File: src/rtl/spi_regs_defines.svh
`ifndef SPI_REGS_DEFINES_SVH
`define SPI_REGS_DEFINES_SVH

`default_nettype none

// spi byte and register map sizes
`define SPI_DATA_W      8       // bits per spi byte
`define SPI_ADDR_W      3       // eight registers
`define SPI_SYNC_STAGES 2       // flops per pin in the input synchronizer

// fixed value read back at address 0
`define SPI_REGS_ID     8'hA5

`default_nettype wire

`endif

File: src/rtl/spi_regs_pkg.sv
`include "spi_regs_defines.svh"
`default_nettype none

package spi_regs_pkg;

    // raw pins and their synchronized copy
    typedef struct packed {
        logic cs;       // active low frame select
        logic sclk;
        logic mosi;
    } spi_pins_t;

    // byte handed from the driver to the decoder
    typedef struct packed {
        logic                   valid;  // one clk pulse
        logic                   first;  // first byte since cs fell
        logic [`SPI_DATA_W-1:0] data;
    } spi_rx_t;

    typedef enum logic [1:0] {st_idle, st_wait_sclk_1, st_wait_sclk_0} drv_state_e;

    // opcode lives in command bit 7
    typedef enum logic {cmd_read = 1'b0, cmd_write = 1'b1} spi_cmd_e;

    typedef enum logic [2:0] {ph_cmd, ph_wdata, ph_turn, ph_rdata, ph_done} dec_phase_e;

    // register write request
    typedef struct packed {
        logic                   we;
        logic [`SPI_ADDR_W-1:0] addr;
        logic [`SPI_DATA_W-1:0] wdata;
    } reg_req_t;

endpackage

`default_nettype wire

File: src/rtl/spi_cmd_decoder.sv
`include "spi_regs_defines.svh"
`default_nettype none

module spi_cmd_decoder
    import spi_regs_pkg::*;
(
    input  wire                         clk,
    input  wire                         rst,
    input  wire spi_rx_t                rx,         // bytes from the driver
    input  wire logic [`SPI_DATA_W-1:0] rd_data,    // bank read port
    output reg_req_t                    req,        // write request to the bank
    output logic [`SPI_ADDR_W-1:0]      rd_addr,
    output logic [`SPI_DATA_W-1:0]      tx_data     // byte for the driver's idle buffer
);

    dec_phase_e             phase;
    dec_phase_e             phase_eff;      // phase used to interpret rx
    spi_cmd_e               op_q;           // opcode of the current frame
    logic [`SPI_ADDR_W-1:0] addr_q;         // address of the current frame
    logic                   we_q;
    logic [`SPI_DATA_W-1:0] wdata_q;

    // first byte of a frame is always a command
    assign phase_eff = rx.first ? ph_cmd : phase;

    ////////////////////
    // frame phase FSM
    ////////////////////
    always_ff @(posedge clk) begin
        if (rst) begin
            phase <= ph_cmd;
            op_q  <= cmd_read;
            we_q  <= 1'b0;
        end else begin
            we_q <= 1'b0;                   // one cycle write strobe
            if (rx.valid) begin
                case (phase_eff)
                    ph_cmd: begin
                        op_q  <= spi_cmd_e'(rx.data[`SPI_DATA_W-1]);
                        phase <= rx.data[`SPI_DATA_W-1] ? ph_wdata : ph_turn;
                    end
                    ph_wdata: begin
                        we_q  <= 1'b1;      // data byte lands one clk later
                        phase <= ph_done;
                    end
                    ph_turn:  phase <= ph_rdata;    // dummy byte while read data loads
                    ph_rdata: phase <= ph_done;
                    default:  phase <= ph_done;     // trailing bytes ignored
                endcase
            end
        end
    end

    // address from the command byte and data from the write byte
    always_ff @(posedge clk) begin
        if (rx.valid && phase_eff == ph_cmd) begin
            addr_q <= rx.data[`SPI_DATA_W-2 -: `SPI_ADDR_W];    // bits 6:4
        end
        if (rx.valid && phase_eff == ph_wdata) begin
            wdata_q <= rx.data;
        end
    end

    ////////////////////
    // outputs
    ////////////////////
    assign req     = '{we: we_q, addr: addr_q, wdata: wdata_q};
    assign rd_addr = addr_q;

    // read data goes to the driver from the command byte on and zero outside a read
    assign tx_data = (op_q == cmd_read && phase != ph_cmd) ? rd_data : '0;

endmodule

`default_nettype wire

File: src/rtl/spi_pin_sync.sv
`include "spi_regs_defines.svh"
`default_nettype none

module spi_pin_sync
    import spi_regs_pkg::*;
(
    input  wire       clk,
    input  wire       rst,
    input  wire       spi_pins_t pins,      // async pins from the master
    output spi_pins_t pins_s                // clk domain copy
);

    // idle bus level, cs high so reset never fakes a frame start
    localparam spi_pins_t PINS_IDLE = '{cs: 1'b1, sclk: 1'b0, mosi: 1'b0};

    spi_pins_t sync_q [`SPI_SYNC_STAGES];   // stage 0 is closest to the pins

    ////////////////////
    // flop chain
    ////////////////////
    always_ff @(posedge clk) begin
        if (rst) begin
            for (int i = 0; i < `SPI_SYNC_STAGES; i++) begin
                sync_q[i] <= PINS_IDLE;
            end
        end else begin
            sync_q[0] <= pins;                      // first stage may go metastable
            for (int i = 1; i < `SPI_SYNC_STAGES; i++) begin
                sync_q[i] <= sync_q[i-1];           // settle
            end
        end
    end

    assign pins_s = sync_q[`SPI_SYNC_STAGES-1];    // exactly SPI_SYNC_STAGES clk late

endmodule

`default_nettype wire

File: src/rtl/spi_reg_bank.sv
`include "spi_regs_defines.svh"
`default_nettype none

module spi_reg_bank
    import spi_regs_pkg::*;
(
    input  wire                         clk,
    input  wire                         rst,
    input  wire reg_req_t               req,
    input  wire logic [`SPI_ADDR_W-1:0] rd_addr,
    output logic [`SPI_DATA_W-1:0]      rd_data     // combinational read
);

    localparam logic [`SPI_ADDR_W-1:0] ADDR_ID  = `SPI_ADDR_W'(0);    // identity, read only
    localparam logic [`SPI_ADDR_W-1:0] ADDR_CNT = `SPI_ADDR_W'(7);    // write count, read only

    logic [`SPI_DATA_W-1:0] scratch_q [1:6];
    logic [`SPI_DATA_W-1:0] wr_cnt_q;           // accepted writes, wraps at 256
    logic                   wr_ok;

    // writes to the read-only slots are dropped and not counted
    assign wr_ok = req.we && (req.addr != ADDR_ID) && (req.addr != ADDR_CNT);

    ////////////////////
    // write side
    ////////////////////
    always_ff @(posedge clk) begin
        if (rst) begin
            for (int i = 1; i <= 6; i++) begin
                scratch_q[i] <= '0;
            end
            wr_cnt_q <= '0;
        end else if (wr_ok) begin
            scratch_q[req.addr] <= req.wdata;
            wr_cnt_q            <= wr_cnt_q + 1'b1;     // same clk as the write
        end
    end

    ////////////////////
    // read side
    ////////////////////
    always_comb begin
        case (rd_addr)
            ADDR_ID:  rd_data = `SPI_REGS_ID;
            ADDR_CNT: rd_data = wr_cnt_q;
            default:  rd_data = scratch_q[rd_addr];
        endcase
    end

endmodule

`default_nettype wire

File: src/rtl/spi_regs_top.sv
`include "spi_regs_defines.svh"
`default_nettype none

module spi_regs_top
    import spi_regs_pkg::*;
(
    input  wire  clk,
    input  wire  rst,
    input  wire  cs,
    input  wire  sclk,
    input  wire  mosi,
    output logic miso
);

    spi_pins_t              pins;       // raw pins
    spi_pins_t              pins_s;     // synchronized
    spi_rx_t                rx;
    reg_req_t               req;
    logic [`SPI_DATA_W-1:0] tx_data;
    logic [`SPI_DATA_W-1:0] rd_data;
    logic [`SPI_ADDR_W-1:0] rd_addr;

    assign pins = '{cs: cs, sclk: sclk, mosi: mosi};

    spi_pin_sync sync_i (
        .clk    (clk),
        .rst    (rst),
        .pins   (pins),
        .pins_s (pins_s)
    );

    spi_slave_driver drv_i (
        .clk     (clk),
        .rst     (rst),
        .pins_s  (pins_s),
        .tx_data (tx_data),
        .rx      (rx),
        .miso    (miso)
    );

    spi_cmd_decoder dec_i (
        .clk     (clk),
        .rst     (rst),
        .rx      (rx),
        .rd_data (rd_data),
        .req     (req),
        .rd_addr (rd_addr),
        .tx_data (tx_data)
    );

    spi_reg_bank bank_i (
        .clk     (clk),
        .rst     (rst),
        .req     (req),
        .rd_addr (rd_addr),
        .rd_data (rd_data)
    );

endmodule

`default_nettype wire

File: src/rtl/spi_slave_driver.sv
`include "spi_regs_defines.svh"
`default_nettype none

module spi_slave_driver
    import spi_regs_pkg::*;
(
    input  wire                         clk,
    input  wire                         rst,
    input  wire spi_pins_t              pins_s,     // synchronized pins
    input  wire logic [`SPI_DATA_W-1:0] tx_data,    // next byte to send
    output spi_rx_t                     rx,         // received byte, valid pulses
    output logic                        miso
);

    localparam int CNT_W = $clog2(`SPI_DATA_W + 1);   // counts 0 .. SPI_DATA_W

    // two shift registers, one shifts while the other tracks tx_data
    logic [`SPI_DATA_W-1:0] shreg [2];
    logic                   sel;                // index of the working register
    logic                   wrk;
    logic                   ld;
    logic [CNT_W-1:0]       cnt;                // bits started in this byte
    logic                   first_q;            // no byte finished since cs fell
    logic                   sclk_fall;          // low seen while waiting for it
    drv_state_e             state;

    assign wrk       = sel;
    assign ld        = ~sel;
    assign sclk_fall = (state == st_wait_sclk_0) && !pins_s.sclk;

    ////////////////////
    // data path
    ////////////////////
    always_ff @(posedge clk) begin
        shreg[ld] <= tx_data;                   // idle buffer reloads every clk
        if (sclk_fall) begin
            // cpha 1 samples mosi on the falling edge
            shreg[wrk] <= {shreg[wrk][`SPI_DATA_W-2:0], pins_s.mosi};
        end
    end

    ////////////////////
    // bit sequencer
    ////////////////////
    always_ff @(posedge clk) begin
        if (rst) begin
            state   <= st_idle;
            sel     <= 1'b0;
            cnt     <= '0;
            first_q <= 1'b0;
            miso    <= 1'b0;
            rx      <= '0;
        end else begin
            rx.valid <= 1'b0;                   // pulse only
            case (state)
                st_idle: begin
                    if (!pins_s.cs) begin       // frame start
                        sel     <= ~sel;        // freshly loaded buffer goes to work
                        cnt     <= '0;
                        first_q <= 1'b1;
                        state   <= st_wait_sclk_1;
                    end
                end
                st_wait_sclk_1: begin
                    if (pins_s.sclk) begin
                        miso  <= shreg[wrk][`SPI_DATA_W-1];     // drive on rising edge
                        cnt   <= cnt + 1'b1;
                        state <= st_wait_sclk_0;
                    end else if (pins_s.cs) begin
                        state <= st_idle;       // frame over, partial byte dropped
                    end
                end
                st_wait_sclk_0: begin
                    if (!pins_s.sclk) begin
                        if (cnt == CNT_W'(`SPI_DATA_W)) begin
                            // byte complete, hand it over and swap buffers
                            rx.valid <= 1'b1;
                            rx.first <= first_q;
                            rx.data  <= {shreg[wrk][`SPI_DATA_W-2:0], pins_s.mosi};
                            sel      <= ~sel;
                            cnt      <= '0;
                            first_q  <= 1'b0;
                        end
                        state <= st_wait_sclk_1;
                    end else if (pins_s.cs) begin
                        state <= st_idle;       // cs lost with sclk still high
                    end
                end
                default: state <= st_idle;
            endcase
        end
    end

endmodule

`default_nettype wire
File: config.mk
export PLATFORM = sky130hd
export DESIGN_NAME = spi_regs_top
export DESIGN_NICKNAME = d
export VERILOG_FILES = /design/src/rtl/spi_regs_pkg.sv /design/src/rtl/spi_cmd_decoder.sv /design/src/rtl/spi_pin_sync.sv /design/src/rtl/spi_reg_bank.sv /design/src/rtl/spi_regs_top.sv /design/src/rtl/spi_slave_driver.sv
export VERILOG_INCLUDE_DIRS = /design/src /design/src/rtl
export SDC_FILE = /design/constraint.sdc
export NUM_CORES = 1
export LEC_CHECK = 0
export BUFFER_PORTS_ARGS = -buffer_cell sky130_fd_sc_hd__buf_2
export CORE_MARGIN = 2
export CORE_UTILIZATION = 45
export CTS_BUF_LIST = sky130_fd_sc_hd__clkbuf_16
export DETAILED_ROUTE_END_ITERATION = 8
export PLACE_DENSITY = 0.69
export SYNTH_ARGS = -nofsm -noshare
export SYNTH_HDL_FRONTEND = slang
export SYNTH_SLANG_ARGS = --single-unit
File: constraint.sdc
create_clock -name clk -period 2.4 [get_ports clk]
set_input_delay 0.12 -clock clk [delete_from_list [all_inputs] [get_ports clk]]
set_output_delay 0.12 -clock clk [all_outputs]
set_load 0.05 [all_outputs]
# Word level (Yosys, flattened, before mapping)
# Memory sizes are Yosys's and may differ from the RTL's. A register that Yosys moved wholly into a read port is not among the register bits.
# Index checks and enable logic that the tools add are counted.
# op_classes
n_reduce_logical	22
addsub	2
muxes	41
eq_ne	11
mul	0
shifts	0
bitwise	7
div	0
magnitude_cmp	0
# ops
operator	n
2-to-1 mux 1 bit	18
2-to-1 mux 4 bit	4
2-to-1 mux 8 bit	2
case mux 8 bit (2 select lines)	1
2-to-1 mux 3 bit	5
case mux 4 bit (3 select lines)	1
2-to-1 mux 10 bit	1
2-to-1 mux 2 bit	5
nonzero test 3 bit	3
adder 8 x 1 -> 8 bit, second input constant	1
OR reduction 8 bit	1
logical AND 1 bit	6
logical NOT 3 bit	2
inequality test 2 bit, second input constant	3
case mux 2 bit (3 select lines)	1
case mux 3 bit (2 select lines)	1
NOT 1 bit	5
AND reduction 5 bit	1
adder 4 x 1 -> 4 bit, second input constant	1
== test 4 bit, second input constant	1
case mux 1 bit (2 select lines)	2
AND reduction 2 bit	2
AND reduction 4 bit	1
== test 3 x 1 -> 1 bit, second input constant	1
13 further kinds	14
# totals
mem_bits_ro	0
input_bits	5
latchBits	0
elab_cells	100
ram_bits	70
output_inout_bits	1
memories	3
ff_bits	43
# memory_table
name	depth	word_bits	rd	rd_ports_with_merged_regs	write_ports	line	rtl
bank_i.scratch_q	6	8	1	1	6	spi_reg_bank.sv:17	logic [`SPI_DATA_W-1:0] scratch_q [1:6];
drv_i.shreg	2	8	1	1	2	spi_slave_driver.sv:18	logic [`SPI_DATA_W-1:0] shreg [2];
sync_i.sync_q	2	3	2	0	2	spi_pin_sync.sv:16	spi_pins_t sync_q [`SPI_SYNC_STAGES];

# Logic depth before layout (Yosys ltp)
# Gate-level depths: netlist of run 1.
# logic_depth
ltp_word	8
depth_mapped	7
mapped_depth_nobuf	6

# By module
# From an unflattened synthesis of run 1, not the netlist that was laid out.
# hier_totals
cells_unflattened	443
area_unflattened_um2	5425.2
# by_module_without_submodules
mod	area_each_um2	instances	seq_area_each_um2	cells_per_inst
spi_reg_bank	2762.6	1	1601.5	216
spi_slave_driver	1829.3	1	880.8	162
spi_cmd_decoder	653.1	1	430.4	50
spi_pin_sync	180.2	1	120.1	15

# Worst setup path after synthesis of run 1
# OpenSTA, ideal clock, no wires.
# synth_path
kind	register to register
from	register, netlist name drv_i.rx[9]
to	register dec_i.wdata_q[0], enable pin
t_arrival_ns	1.460
path_slack_ns	0.544
path_stages_with_launch	4
cell_sequence	dfxtp_1 -> clkbuf_1 -> nand2_1 -> nor4_1
# synth_via
elab_chain_len	1
# synth_rtl
element	line	rtl
logical AND 1 bit	spi_cmd_decoder.sv:59	if (rx.valid && phase_eff == ph_wdata) begin
end signal: assignment	spi_cmd_decoder.sv:60	wdata_q <= rx.data;
end: declaration	spi_cmd_decoder.sv:21	logic [`SPI_DATA_W-1:0] wdata_q;
# No other way between the ends.
# A chain may end at the register's enable or synchronous reset.

==> parameters.txt, run 1 <==
Parameter                              Value

Yosys
  Distinct cells, synth ... 56
  Netlist area before placement ... 5750 um^2
  Post-synth EDFFs ... 91
  Count of mapped cells out of synthesis ... ~450
  Multiplexer fraction of the synthesized cell area ... 9.83%
  Xor and xnor area share after synthesis ... 0.761%
  Leading post-synthesis cells by cell area ... edfxtp_1, dfxtp_1, and2_1, mux2i_1, nor2_1
  Share of synthesized cell area in and, or, nand and nor gates ... 15.8%
  Arithmetic-cell share of the synthesized area counting full adders, half adders and majority gates ... 0.653%
  Share of the synthesized area in compound gates (AO/OA/AOI/OAI) ... under 10%
  Yosys warning total ... 0
  Share of Yosys cell area claimed by the top area cell type ... 47.5%
  Sequential cell area fraction in the yosys report ... 62.1%
  Flip-flop and latch count after synthesis ... 133
  Combinational family with the most area after synthesis ... simple AND/OR/NAND/NOR gates
  Cell with the most instances after synthesis ... edfxtp_1
  List of most frequent post-synthesis cells ... edfxtp_1, and2_1, dfxtp_1
  Dominant synthesized flop cell ... edfxtp_1
  Syn avg cell area ... 12.8 um^2
  Async set-reset flop share out of synthesis ... 0%
  Area leader, netlist ... edfxtp_1

Timing
  Setup slack after layout ... about 0.36 ns
  Total Negative Setup Slacks ... 0 ns
  Number of endpoints failing setup at the final stage ... 0
  Share of the cycle needed by the critical path after routing ... between 80% and 90%
  Worst Skew ... 0.00569 ns
  Achievable frequency ... around 0.49 GHz
  Hold violation count in the final report ... 0
  Worst Max-Slew Pin Slew ... about 0.68 ns
  Setup repair after global routing missed its margin ... false
  Worst rel slew slack ... 54.6%
  Hold slack final ... 0.140 ns
  Minimum period implied by the final worst setup slack ... 2.04 ns
  Fin. max-slew vios ... 0

Pwr
  Clock power frac ... between 50% and 60%
  Net Switching ... 1.06 mW
  Power Internal ... 4.37 mW
  Power per unit of standard cell area ... 813 nW/um^2
  Combinational cell fraction of total power ... between 2 and 2.5%
  Reg power frac ... 46.5%
  Leak ... 2.45 nW
  Switching portion of total power ... 19.4%
  Maximum vdd ir drop ... 0.000497 V

Global routing
  Global-route wire length before repair ... approximately 18,000 um
  Total Routing Usage GR ... 18.9%
  Pin count of the biggest net entering global routing ... 36
  Residual overflow from global routing ... 0
  Number of global-route vias before repair ... 3,496
  Antenna violations before repair ... 0

Hold path
  Launch instance of the worst min-delay path ... rst
  Hold path depth ... 3
  Tightest Hold Check Type ... input port to flop
  Destination of the worst hold path ... dec_i.we_q$_SDFF_PP0_

Place
  GPL Wtd Cong ... 0.848
  Placed Instances ... around 630
  Post-placement setup slack ... 0.380 ns
  Total half-perimeter wirelength after legalization and detailed placement ... 8010 um
  Port-buffer cells ... 5

Die
  Die outline area ... 13,700 um^2
  Core area ... roughly 13,000 um^2
  Effective utilization at floorplan ... 45.8%
  Vertical extent of the die ... approximately 120 um
  Count of boundary I/O pins ... 6
  Site row count ... 41
  Horiz. Die Dim ... 117 um

Clock network
  Number of levels in the clock H-tree ... 4
  Clock buffer count from CTS ... 17
  Post-CTS setup buffer count ... 0
  CTS tree ... built
  CTS max path bufs ... 2
  Latest clock arrival within the worst-skew pair ... about 0.42 ns
  Root buffer cell ... clkbuf_16
  Post-CTS clock slew at the launch and capture registers of the worst setup and hold paths ... 0.06 ns
  Number of sinks driven by the clock tree ... about 130

Setup path
  Path depth of the worst reg2reg path ... 4
  Startpoint type of the worst setup path ... flop
  Type of destination of the critical path ... flop
  Crit Path Class ... flop to flop
  Setup slack, reg-to-reg ... 0.36 ns
  Critical path arrival ... about 2.2 ns
  Worst R2R End ... drv_i.shreg[1][3]$_DFFE_PP_
  Critical-path maximum fanout ... 8
  Reg2Reg Launch Point ... dec_i.rd_addr[1]$_DFFE_PP_
  Req. time, crit path ... 2.54 ns

Route
  Top routing layer used ... met4
  Routed Wire Length ... 11,600 um
  Number of antenna-violating nets in the routed design ... 0
  Per-cell via count in the routed design ... about 5.4
  Post-DR wirelength/cell ... 17.4 um
  Total number of vias ... 3,579
  Amount of wire on met3 after detailed routing ... just under 700 um
  Drt first-iter violations ... 255
  Residual DRC count ... 0
  Routed wl met2 ... 5490 um
  Iteration count of the initial detailed-routing pass ... 4
  M1 WL ... 5110 um

Cells and area
  Area delta synth->final ... 16.1%
  Fillers ... 1,049
  Count of non-filler cells in the finished layout ... ~670
  Nets ... 490
  Layout cell share with drive strength beyond 1 ... 14.1%
  Total inserted antenna cells ... 0

Job
  Count of max-cap constraint violations ... 0

Outcome
  Status ... finished clean
-- how the worst max path moves through the flow --
stage / to / slack (ns) / startpoint / cells after the start
2_1_floorplan: dec_i.wdata_q[0]$_DFFE_PP_ / 0.54 / drv_i.rx[9]$_SDFF_PP0_ / 3
3_3_place_gp: drv_i.shreg[1][2]$_DFFE_PP_ / 0.46 / flop / 4
3_5_place_dp: drv_i.shreg[1][2]$_DFFE_PP_ / 0.38 / flop / 4
4_1_cts: drv_i.shreg[1][2]$_DFFE_PP_ / 0.37 / flop / 4
5_1_grt: drv_i.shreg[1][4]$_DFFE_PP_ / 0.24 / dec_i.rd_addr[1]$_DFFE_PP_ / 4
6_report: drv_i.shreg[1][3]$_DFFE_PP_ / 0.36 / dec_i.rd_addr[1]$_DFFE_PP_ / 4
-- cells in the final DEF (no fill, tap or decap), types with 4 or more instances in the layout --
cell | synthesis | routed
a22oi_1 | 7 | 7
a211oi_1 | 8 | 8
buf_2 | 8 | 5
mux4_1 | 4 | 4
or3_1 | 7 | 7
buf_4 | 1 | 11
o32ai_1 | 7 | 7
o21ai_0 | 19 | 19
conb_1 | 1 | 16
dfxtp_1 | 42 | 42
bufinv_16 | 0 | 5
and2_1 | 50 | 50
mux2_2 | 8 | 8
nand2_1 | 26 | 26
nor2_1 | 40 | 40
inv_1 | 7 | 8
or2_2 | 4 | 4
a21oi_1 | 11 | 11
mux2i_1 | 28 | 28
mux4_2 | 4 | 4
nand3_1 | 5 | 5
xor2_1 | 4 | 4
nor2b_1 | 12 | 12
clkbuf_16 | 0 | 17
nor3_1 | 4 | 4
nand4_1 | 4 | 4
edfxtp_1 | 91 | 91
-- logic make-up (layout without fill, tap and decap cells) --
family	count (synthesis)	in the layout
xor gates and xnor gates	5	5
other	1	16
and+or+nand+nor	168	168
muxes	44	44
adders and majority gates	3	3
AOI/OAI and AO/OA	68	68
buffers and inverters	26	58
DFF	133	133
-- per-layer routing --
layer / vias to the layer above / GRT usage (%)
li1: 1709 / -
met1: 1737 / 25.3
met2: 110 / 28.7
met3: 23 / 5.36
met4: 0 / 8.86
met5: - / 0
-- worst max-delay path: stages, from the launching register on --
cell and delay, ns:
edfxtp_1 0.48, or3_1 0.54, and2_0 0.35, a32oi_1 0.28, o21ai_0 0.13
-- flip-flops by register name, indices dropped and copies added (netlist names), 2 cells and up, named ones only --
signal / cells
sync_i.sync_q: 6
dec_i.rd_addr: 3
drv_i.rx: 10
drv_i.state: 2
drv_i.shreg: 16
dec_i.phase: 3
dec_i.wdata_q: 8
bank_i.wr_cnt_q: 8
drv_i.cnt: 4
bank_i.scratch_q: 64
-- power groups by stage --
stage / Clock, mW / Sequential, mW / Combinational [mW]
2_1_floorplan: 0 / 2.56 / 0.0852
3_3_place_gp: 0 / 2.57 / 0.120
3_5_place_dp: 0 / 2.57 / 0.122
4_1_cts: 2.81 / 2.52 / 0.127
5_1_grt: 2.92 / 2.53 / 0.139
6_report: 2.78 / 2.52 / 0.127
-- metrics by stage --
stage	cell area, um^2	power (mW)	utilization (%)
final	6680	5.43	53.1
after global routing	6680	5.59	53.1
after CTS	6680	5.46	53.1
after detailed placement	6010	2.69	47.8
after global placement	6010	2.69	47.8
after floorplan	5810	2.64	-
-- layout make-up --
| class | instances | area, um^2 | share of cell area [%] |
|---|---|---|---|
| clock inverter | 15 | 213 | 3.18 |
| inverter | 7 | 26.3 | 0.393 |
| clock buffer | 17 | 425 | 6.37 |
| sequential | 133 | 3570 | 53.5 |
| tap | 172 | 215 | 3.22 |
| multi-input combinational | 304 | 2090 | 31.3 |
| timing repair buffer | 19 | 138 | 2.06 |
-- timing repair --
action,4_1_cts,5_1_grt
resized for setup,0,0
hold buffers,3,0
hold endpoints to repair,3,0
No activity file was read; power rests on OpenSTA's default activity.
==> run 2, diff against run 1 <==
Settings changed: CAP_MARGIN set to 10, GPL_TIMING_DRIVEN set to 0, SYNTH_HIERARCHICAL set to 1.
==> run 2 against run 1 <==
Effect of this change: combinational power grew 12%; area after synthesis shrank 5.7%; final cell count fell by 5.4%; global-route usage fell by 0.61 points; wire length down 6.0%; worst setup slack worse by 0.18 ns; total power decreased by 18%; register-to-register slack worse by 0.18 ns; clock-buffer cell count is the same; critical path depth increased by 4; final area down 7.4%; critical endpoint is now drv_i/shreg[1][1]$_DFFE_PP_; highest routed layer unchanged.
==> parameters.txt, run 2 <==
Parameter                              Value

Outcome
  Status ... finished clean

Route
  Residual DRC count ... 0
  Iteration count of the initial detailed-routing pass ... 7
  Routed Wire Length ... 10,900 um
  Post-DR wirelength/cell ... 17.3 um
  Drt first-iter violations ... 212
  Total number of vias ... 3,498
  Per-cell via count in the routed design ... between 5 and 6
  Number of antenna-violating nets in the routed design ... 0

Yosys
  List of most frequent post-synthesis cells ... edfxtp_1, and2_1, dfxtp_1
  Async set-reset flop share out of synthesis ... 0%
  Area leader, netlist ... edfxtp_1
  Flip-flop and latch count after synthesis ... 114
  Yosys warning total ... 6
  Total nets after synthesis ... 451
  Syn avg cell area ... 12.2 um^2
  Cell with the most instances after synthesis ... edfxtp_1
  Netlist area before placement ... 5430 um^2
  Share of Yosys cell area claimed by the top area cell type ... 41.5%
  Count of mapped cells out of synthesis ... 443
  Sequential cell area fraction in the yosys report ... 55.9%
  Leading post-synthesis cells by cell area ... edfxtp_1, dfxtp_1, and2_1, mux4_2, mux2i_1
  Dominant synthesized flop cell ... edfxtp_1
  Distinct cells, synth ... 61
  Post-synth EDFFs ... 75

Timing
  Hold slack final ... 0.0984 ns
  Worst Max-Slew Pin Slew ... around 1.0 ns
  Number of endpoints failing setup at the final stage ... 0
  Hold violation count in the final report ... 0
  Worst rel slew slack ... approximately a third
  Share of the cycle needed by the critical path after routing ... 92.7%
  Fin. max-slew vios ... 0
  Minimum period implied by the final worst setup slack ... about 2.2 ns
  Worst Skew ... between 0.007 and 0.008 ns
  Total Negative Setup Slacks ... 0 ns
  Setup repair after global routing missed its margin ... false
  Achievable frequency ... about 0.45 GHz

Clock network
  Number of sinks driven by the clock tree ... 114
  CTS tree ... built
  CTS max path bufs ... 2
  Clock buffer count from CTS ... 17
  Post-CTS clock slew at the launch and capture registers of the worst setup and hold paths ... 0.05 ns
  Root buffer cell ... clkbuf_16
  Latest clock arrival within the worst-skew pair ... 0.41 ns
  Count of instances resized after the clock tree is built ... 0
  Number of levels in the clock H-tree ... 4

Cells and area
  Most frequent cells in the layout ... edfxtp_1, and2_1, dfxtp_1
  Total inserted antenna cells ... 0
  Largest register FFs ... 48
  Register bank with the most flops ... bank_i/scratch_q
  Final core utilization ... 51.9%
  Layout cell share with drive strength beyond 1 ... 22.3%
  Nets ... 479
  Biggest regs ... bank_i/scratch_q: 48 flops, drv_i/shreg: 16 flops, drv_i/rx: 10 flops
  Area delta synth->final ... 14.0%
  Design area ... 6180 um^2
  Fillers ... 1,014
  Most frequent standard cell in the layout excluding fill and tap cells ... edfxtp_1

Setup path
  Crit Path Class ... flop to flop
  Cell breakdown of the critical path ... buf_2 -> buf_1 -> mux4_2 -> nand2_1 -> o21ai_0 -> and2_1 -> nor2_1 -> a21oi_1
  Req. time, crit path ... 2.54 ns
  WP buf/inv ... 2
  Startpoint type of the worst setup path ... flop
  Critical-path maximum fanout ... 10
  Critical path arrival ... around 2.4 ns
  Worst-path cell with the longest stage delay ... buf_1
  Type of destination of the critical path ... flop
  Delay of the slowest critical-path stage ... around 0.44 ns
  Largest delay share family, worst path ... buffers and inverters

Place
  Total half-perimeter wirelength after legalization and detailed placement ... about 7500 um
  Placed standard-cell area ... 5630 um^2
  GPL Wtd Cong ... 0.802
  Port-buffer cells ... 5

Global routing
  Global-route wire length before repair ... 17,800 um
  Antenna violations before repair ... 0
  Total Routing Usage GR ... 18.3%
  Pin count of the biggest net entering global routing ... 19
  Residual overflow from global routing ... 0
  Number of global-route vias before repair ... 3,424

Die
  Core area ... 11,900 um^2
  Effective utilization at floorplan ... 45.5%
  Vertical extent of the die ... between 100 and 150 um
  Horiz. Die Dim ... 114 um
  Count of boundary I/O pins ... 6
  Die outline area ... 13,000 um^2
  Site row count ... 40

Job
  Count of max-cap constraint violations ... 0

Pwr
  Maximum vdd ir drop ... 0.000385 V
  Power per unit of standard cell area ... 723 nW/um^2
  Leak ... 2.20 nW

Hold path
  Tightest Hold Check Type ... input port to flop
## run 2: changes by cell type after synthesis, sizes merged, moves of 6 or more
cell and delta:
a21oi +23, buf +12, edfxtp -16, mux2i -11, nand2 -11, nand2b +8, nor2 -10, or3 -6
## run 2: report_power, final
part	internal (mW)	switching [mW]	leakage [nW]
clock	1.37	0.806	0.270
sequential	2.14	0.0176	1.08
combinational	0.0529	0.0894	0.846
total	3.56	0.913	2.20
## run 2: path summary, 6_finish.rpt
kind	startpoint	endpoint	slack [ns]	depth (start not counted)
hold reg to reg	sync_i/sync_q[0][2]$_SDFF_PP1_	sync_i/sync_q[0][5]$_SDFF_PP1_	0.40	1
setup reg to reg	dec_i/rd_addr[2]$_DFFE_PP_	drv_i/shreg[1][1]$_DFFE_PP_	0.17	8
hold / removal	rst	sync_i/sync_q[0][1]$_SDFF_PP0_	0.1	2
setup / recovery	dec_i/rd_addr[2]$_DFFE_PP_	drv_i/shreg[1][1]$_DFFE_PP_	0.17	8
## run 2: cell type report
type / count / area, um^2 / area share, %
plain buffers: 29 / 200 / 3.24
well taps: 147 / 184 / 2.98
flip-flops and latches: 114 / 3030 / 49.1
clock inverters: 15 / 87.6 / 1.42
multi-input cells: 291 / 2160 / 34.9
inverters: 9 / 33.8 / 0.546
repair buffers: 9 / 60.1 / 0.971
clock buffers: 17 / 425 / 6.88
## run 2: metal layers
| metal | GRT usage (%) | vias to the layer above | routed length (um) |
|---|---|---|---|
| met5 | 0 | - | 0 |
| met4 | 7.80 | 0 | 223 |
| met3 | 4.73 | 16 | 629 |
| met2 | 28.5 | 112 | 5290 |
| met1 | 24.5 | 1698 | 4790 |
| li1 | - | 1672 | - |
## run 2: cell families after synthesis
logic type | after synthesis | share of synthesized area, %
muxes | 35 | 8.53
AOI/OAI and AO/OA | 83 | 11.4
DFF | 114 | 55.9
and+or+nand+nor | 170 | 19.1
adders and majority gates | 3 | 0.692
buffers and inverters | 38 | 4.31
## run 2: repair_timing
item                      4_1_cts  5_1_grt
hold buffers                    3        0
hold endpoints to repair        3        0
setup buffers                   0        0
## run 2: per-stage QoR
step                worst slack [ns]  total power, mW  std cells
floorplan                      0.533             2.29        443
global placement               0.200             2.32        595
detailed placement            0.0931             2.33        595
CTS                           0.0659             4.49        630
global route                  0.0437             4.59        631
finish                         0.174             4.47        631
==> run 3, diff against run 2 <==
Settings changed: CORE_MARGIN 2 to 3, CORE_UTILIZATION 45 to 60, PLACE_DENSITY 0.69 to 0.85.
==> run 3 against run 2 <==
Effect of this change: largest cell class unchanged; final cell count decreased by 6.0%; critical endpoint is now drv_i/shreg[1][6]$_DFFE_PP_; final area increased by 1.1%; sequential share of layout area fell by 0.51 points; flip-flop and latch count stayed put; die area fell by 21%; critical path depth stayed put; via count is 4.9% higher.
==> parameters.txt, run 3 (synthesized netlist as in run 2, its figures left out) <==
Parameter                              Value

Global routing
  Total Routing Usage GR ... 24.3%
  Antenna violations before repair ... 0
  Residual overflow from global routing ... 0
  Number of global-route vias before repair ... 3,589
  Global-route wire length before repair ... 18,200 um
  Pin count of the biggest net entering global routing ... 19

Setup path
  Startpoint type of the worst setup path ... flop
  Req. time, crit path ... 2.55 ns
  Worst setup path end ... drv_i/shreg[1][6]$_DFFE_PP_
  Type of destination of the critical path ... flop
  Beginning of the critical path ... dec_i/rd_addr[0]$_DFFE_PP_
  Reg2Reg Launch Point ... dec_i/rd_addr[0]$_DFFE_PP_
  Critical-path maximum fanout ... 10
  Critical path arrival ... 2.35 ns
  Crit Path Class ... flop to flop
  Path depth of the worst reg2reg path ... 8
  Worst R2R End ... drv_i/shreg[1][6]$_DFFE_PP_
  Setup slack, reg-to-reg ... 0.20 ns

Timing
  Minimum period implied by the final worst setup slack ... between 2 and 2.5 ns
  Achievable frequency ... ~0.45 GHz
  Total Negative Setup Slacks ... 0 ns
  Hold violation count in the final report ... 0
  Worst Skew ... slightly above 0.007 ns
  Share of the cycle needed by the critical path after routing ... 91.7%
  Worst Max-Slew Pin Slew ... 0.945 ns
  Number of endpoints failing setup at the final stage ... 0
  Worst rel slew slack ... a little over a third
  Fin. max-slew vios ... 0
  Setup repair after global routing missed its margin ... false

Die
  Vertical extent of the die ... between 100 and 150 um
  Count of boundary I/O pins ... 6
  Effective utilization at floorplan ... around three fifths
  Core area ... between 8000 and 9000 um^2
  Horiz. Die Dim ... a little over 100 um
  Site row count ... 34
  Die outline area ... approximately 10,000 um^2

Clock network
  Post-CTS clock slew at the launch and capture registers of the worst setup and hold paths ... 0.06 ns
  Post-CTS setup buffer count ... 0
  Number of sinks driven by the clock tree ... between 100 and 150
  Clock buffer count from CTS ... 17
  CTS tree ... built
  CTS max path bufs ... 2
  Latest clock arrival within the worst-skew pair ... between 0.4 and 0.5 ns
  Number of levels in the clock H-tree ... 4
  Root buffer cell ... clkbuf_16

Pwr
  Post-route total power ... 4.93 mW
  Power per unit of standard cell area ... just under 800 nW/um^2
  Leak ... 2.22 nW
  Maximum vdd ir drop ... 0.000624 V

Cells and area
  Total inserted antenna cells ... 0
  Nets ... 480
  Count of non-filler cells in the finished layout ... 593
  Largest register FFs ... 48
  Biggest regs ... bank_i/scratch_q: 48 flops, drv_i/shreg: 16 flops, drv_i/rx: 10 flops
  Layout cell share with drive strength beyond 1 ... 24.5%
  Most frequent cells in the layout ... edfxtp_1, and2_1, dfxtp_1
  Fillers ... 562
  Register bank with the most flops ... bank_i/scratch_q
  Most frequent standard cell in the layout excluding fill and tap cells ... edfxtp_1
  Area delta synth->final ... 15.2%

Route
  Routed Wire Length ... 11,600 um
  Total number of vias ... 3,668
  Residual DRC count ... 0
  Post-DR wirelength/cell ... 19.5 um
  Number of antenna-violating nets in the routed design ... 0
  Per-cell via count in the routed design ... 6.19
  Iteration count of the initial detailed-routing pass ... 5
  Drt first-iter violations ... about 300

Place
  Placed Instances ... between 500 and 600
  GPL Wtd Cong ... 0.822
  Port-buffer cells ... 5
  Total half-perimeter wirelength after legalization and detailed placement ... 7380 um

Outcome
  Status ... finished clean

Job
  Count of max-cap constraint violations ... 0

Hold path
  Tightest Hold Check Type ... input port to flop
run 3: cell count changes in the layout (fill, tap and decap cells not counted):
| cell | change |
|---|---|
| buf_1 | -1 |
| bufinv_16 | +3 |
| clkbuf_2 | +1 |
| clkbuf_4 | +1 |
| clkinv_1 | -6 |
| clkinv_2 | -1 |
| clkinv_4 | +1 |
| clkinvlp_4 | +6 |
| inv_1 | -3 |
| o21ai_0 | +1 |
| o21ai_1 | -1 |
run 3: worst min-delay path by stage:
| stage | from | end | slack [ns] | cells past startpoint |
|---|---|---|---|---|
| floorplan | rst | dec_i/we_q$_SDFF_PP0_ | 0.19 | 1 |
| finish | rst | sync_i/sync_q[0][4]$_SDFF_PP0_ | 0.08 | 2 |
| CTS | rst | sync_i/sync_q[0][0]$_SDFF_PP0_ | 0.08 | 2 |
| global route | rst | sync_i/sync_q[0][4]$_SDFF_PP0_ | 0.12 | 2 |
| detailed placement | cs | sync_i/sync_q[0][2]$_SDFF_PP1_ | 0.30 | 2 |
| global placement | cs | sync_i/sync_q[0][2]$_SDFF_PP1_ | 0.30 | 2 |
run 3: power breakdown:
part / internal (mW) / total (mW) / switching (mW)
clock network: 1.72 / 2.63 / 0.905
registers: 2.14 / 2.15 / 0.0187
logic: 0.0541 / 0.146 / 0.0922
run 3: timing repair:
action	in CTS	in global routing
resized for setup	0	1
endpoints found under the setup margin	0	3
hold buffers	3	0
hold endpoints to repair	3	0
run 3: per-stage QoR:
stage	utilization, %	hold slack [ns]	setup slack, ns	instance area [um^2]
after floorplan	-	0.192	0.533	5430
after global placement	63.7	0.297	0.220	5590
after detailed placement	63.7	0.300	0.175	5590
after CTS	71.1	0.0768	0.0692	6230
after global routing	71.3	0.116	0.127	6250
final	71.3	0.0828	0.198	6250
run 3: per-layer routing:
layer | vias to the layer above | part of all wire, % | GRT usage, %
met4 | 0 | 2.9 | 10.7
met3 | 32 | 7.3 | 5.81
met2 | 181 | 49 | 39.1
li1 | 1686 | - | -
met5 | - | 0 | 0
met1 | 1769 | 40 | 31.2
run 3: area by class of cell:
cell class | count | area (um^2) | share of cell area [%]
clock buffer | 17 | 425 | 6.81
tap | 108 | 135 | 2.16
inverter | 9 | 33.8 | 0.541
multi-input combinational | 291 | 2160 | 34.5
sequential | 114 | 3030 | 48.5
clock inverter | 15 | 193 | 3.08
timing repair buffer | 10 | 67.6 | 1.08
buffer | 29 | 201 | 3.22
run 3: worst max-delay path, stage by stage, from the launching register on:
cell and delay, ns:
edfxtp_1 0.34, buf_2 0.30, buf_4 0.26, mux2_2 0.37
a22oi_1 0.15, o21ai_0 0.13, and2_1 0.20, nor2_1 0.14
a21oi_1 0.06
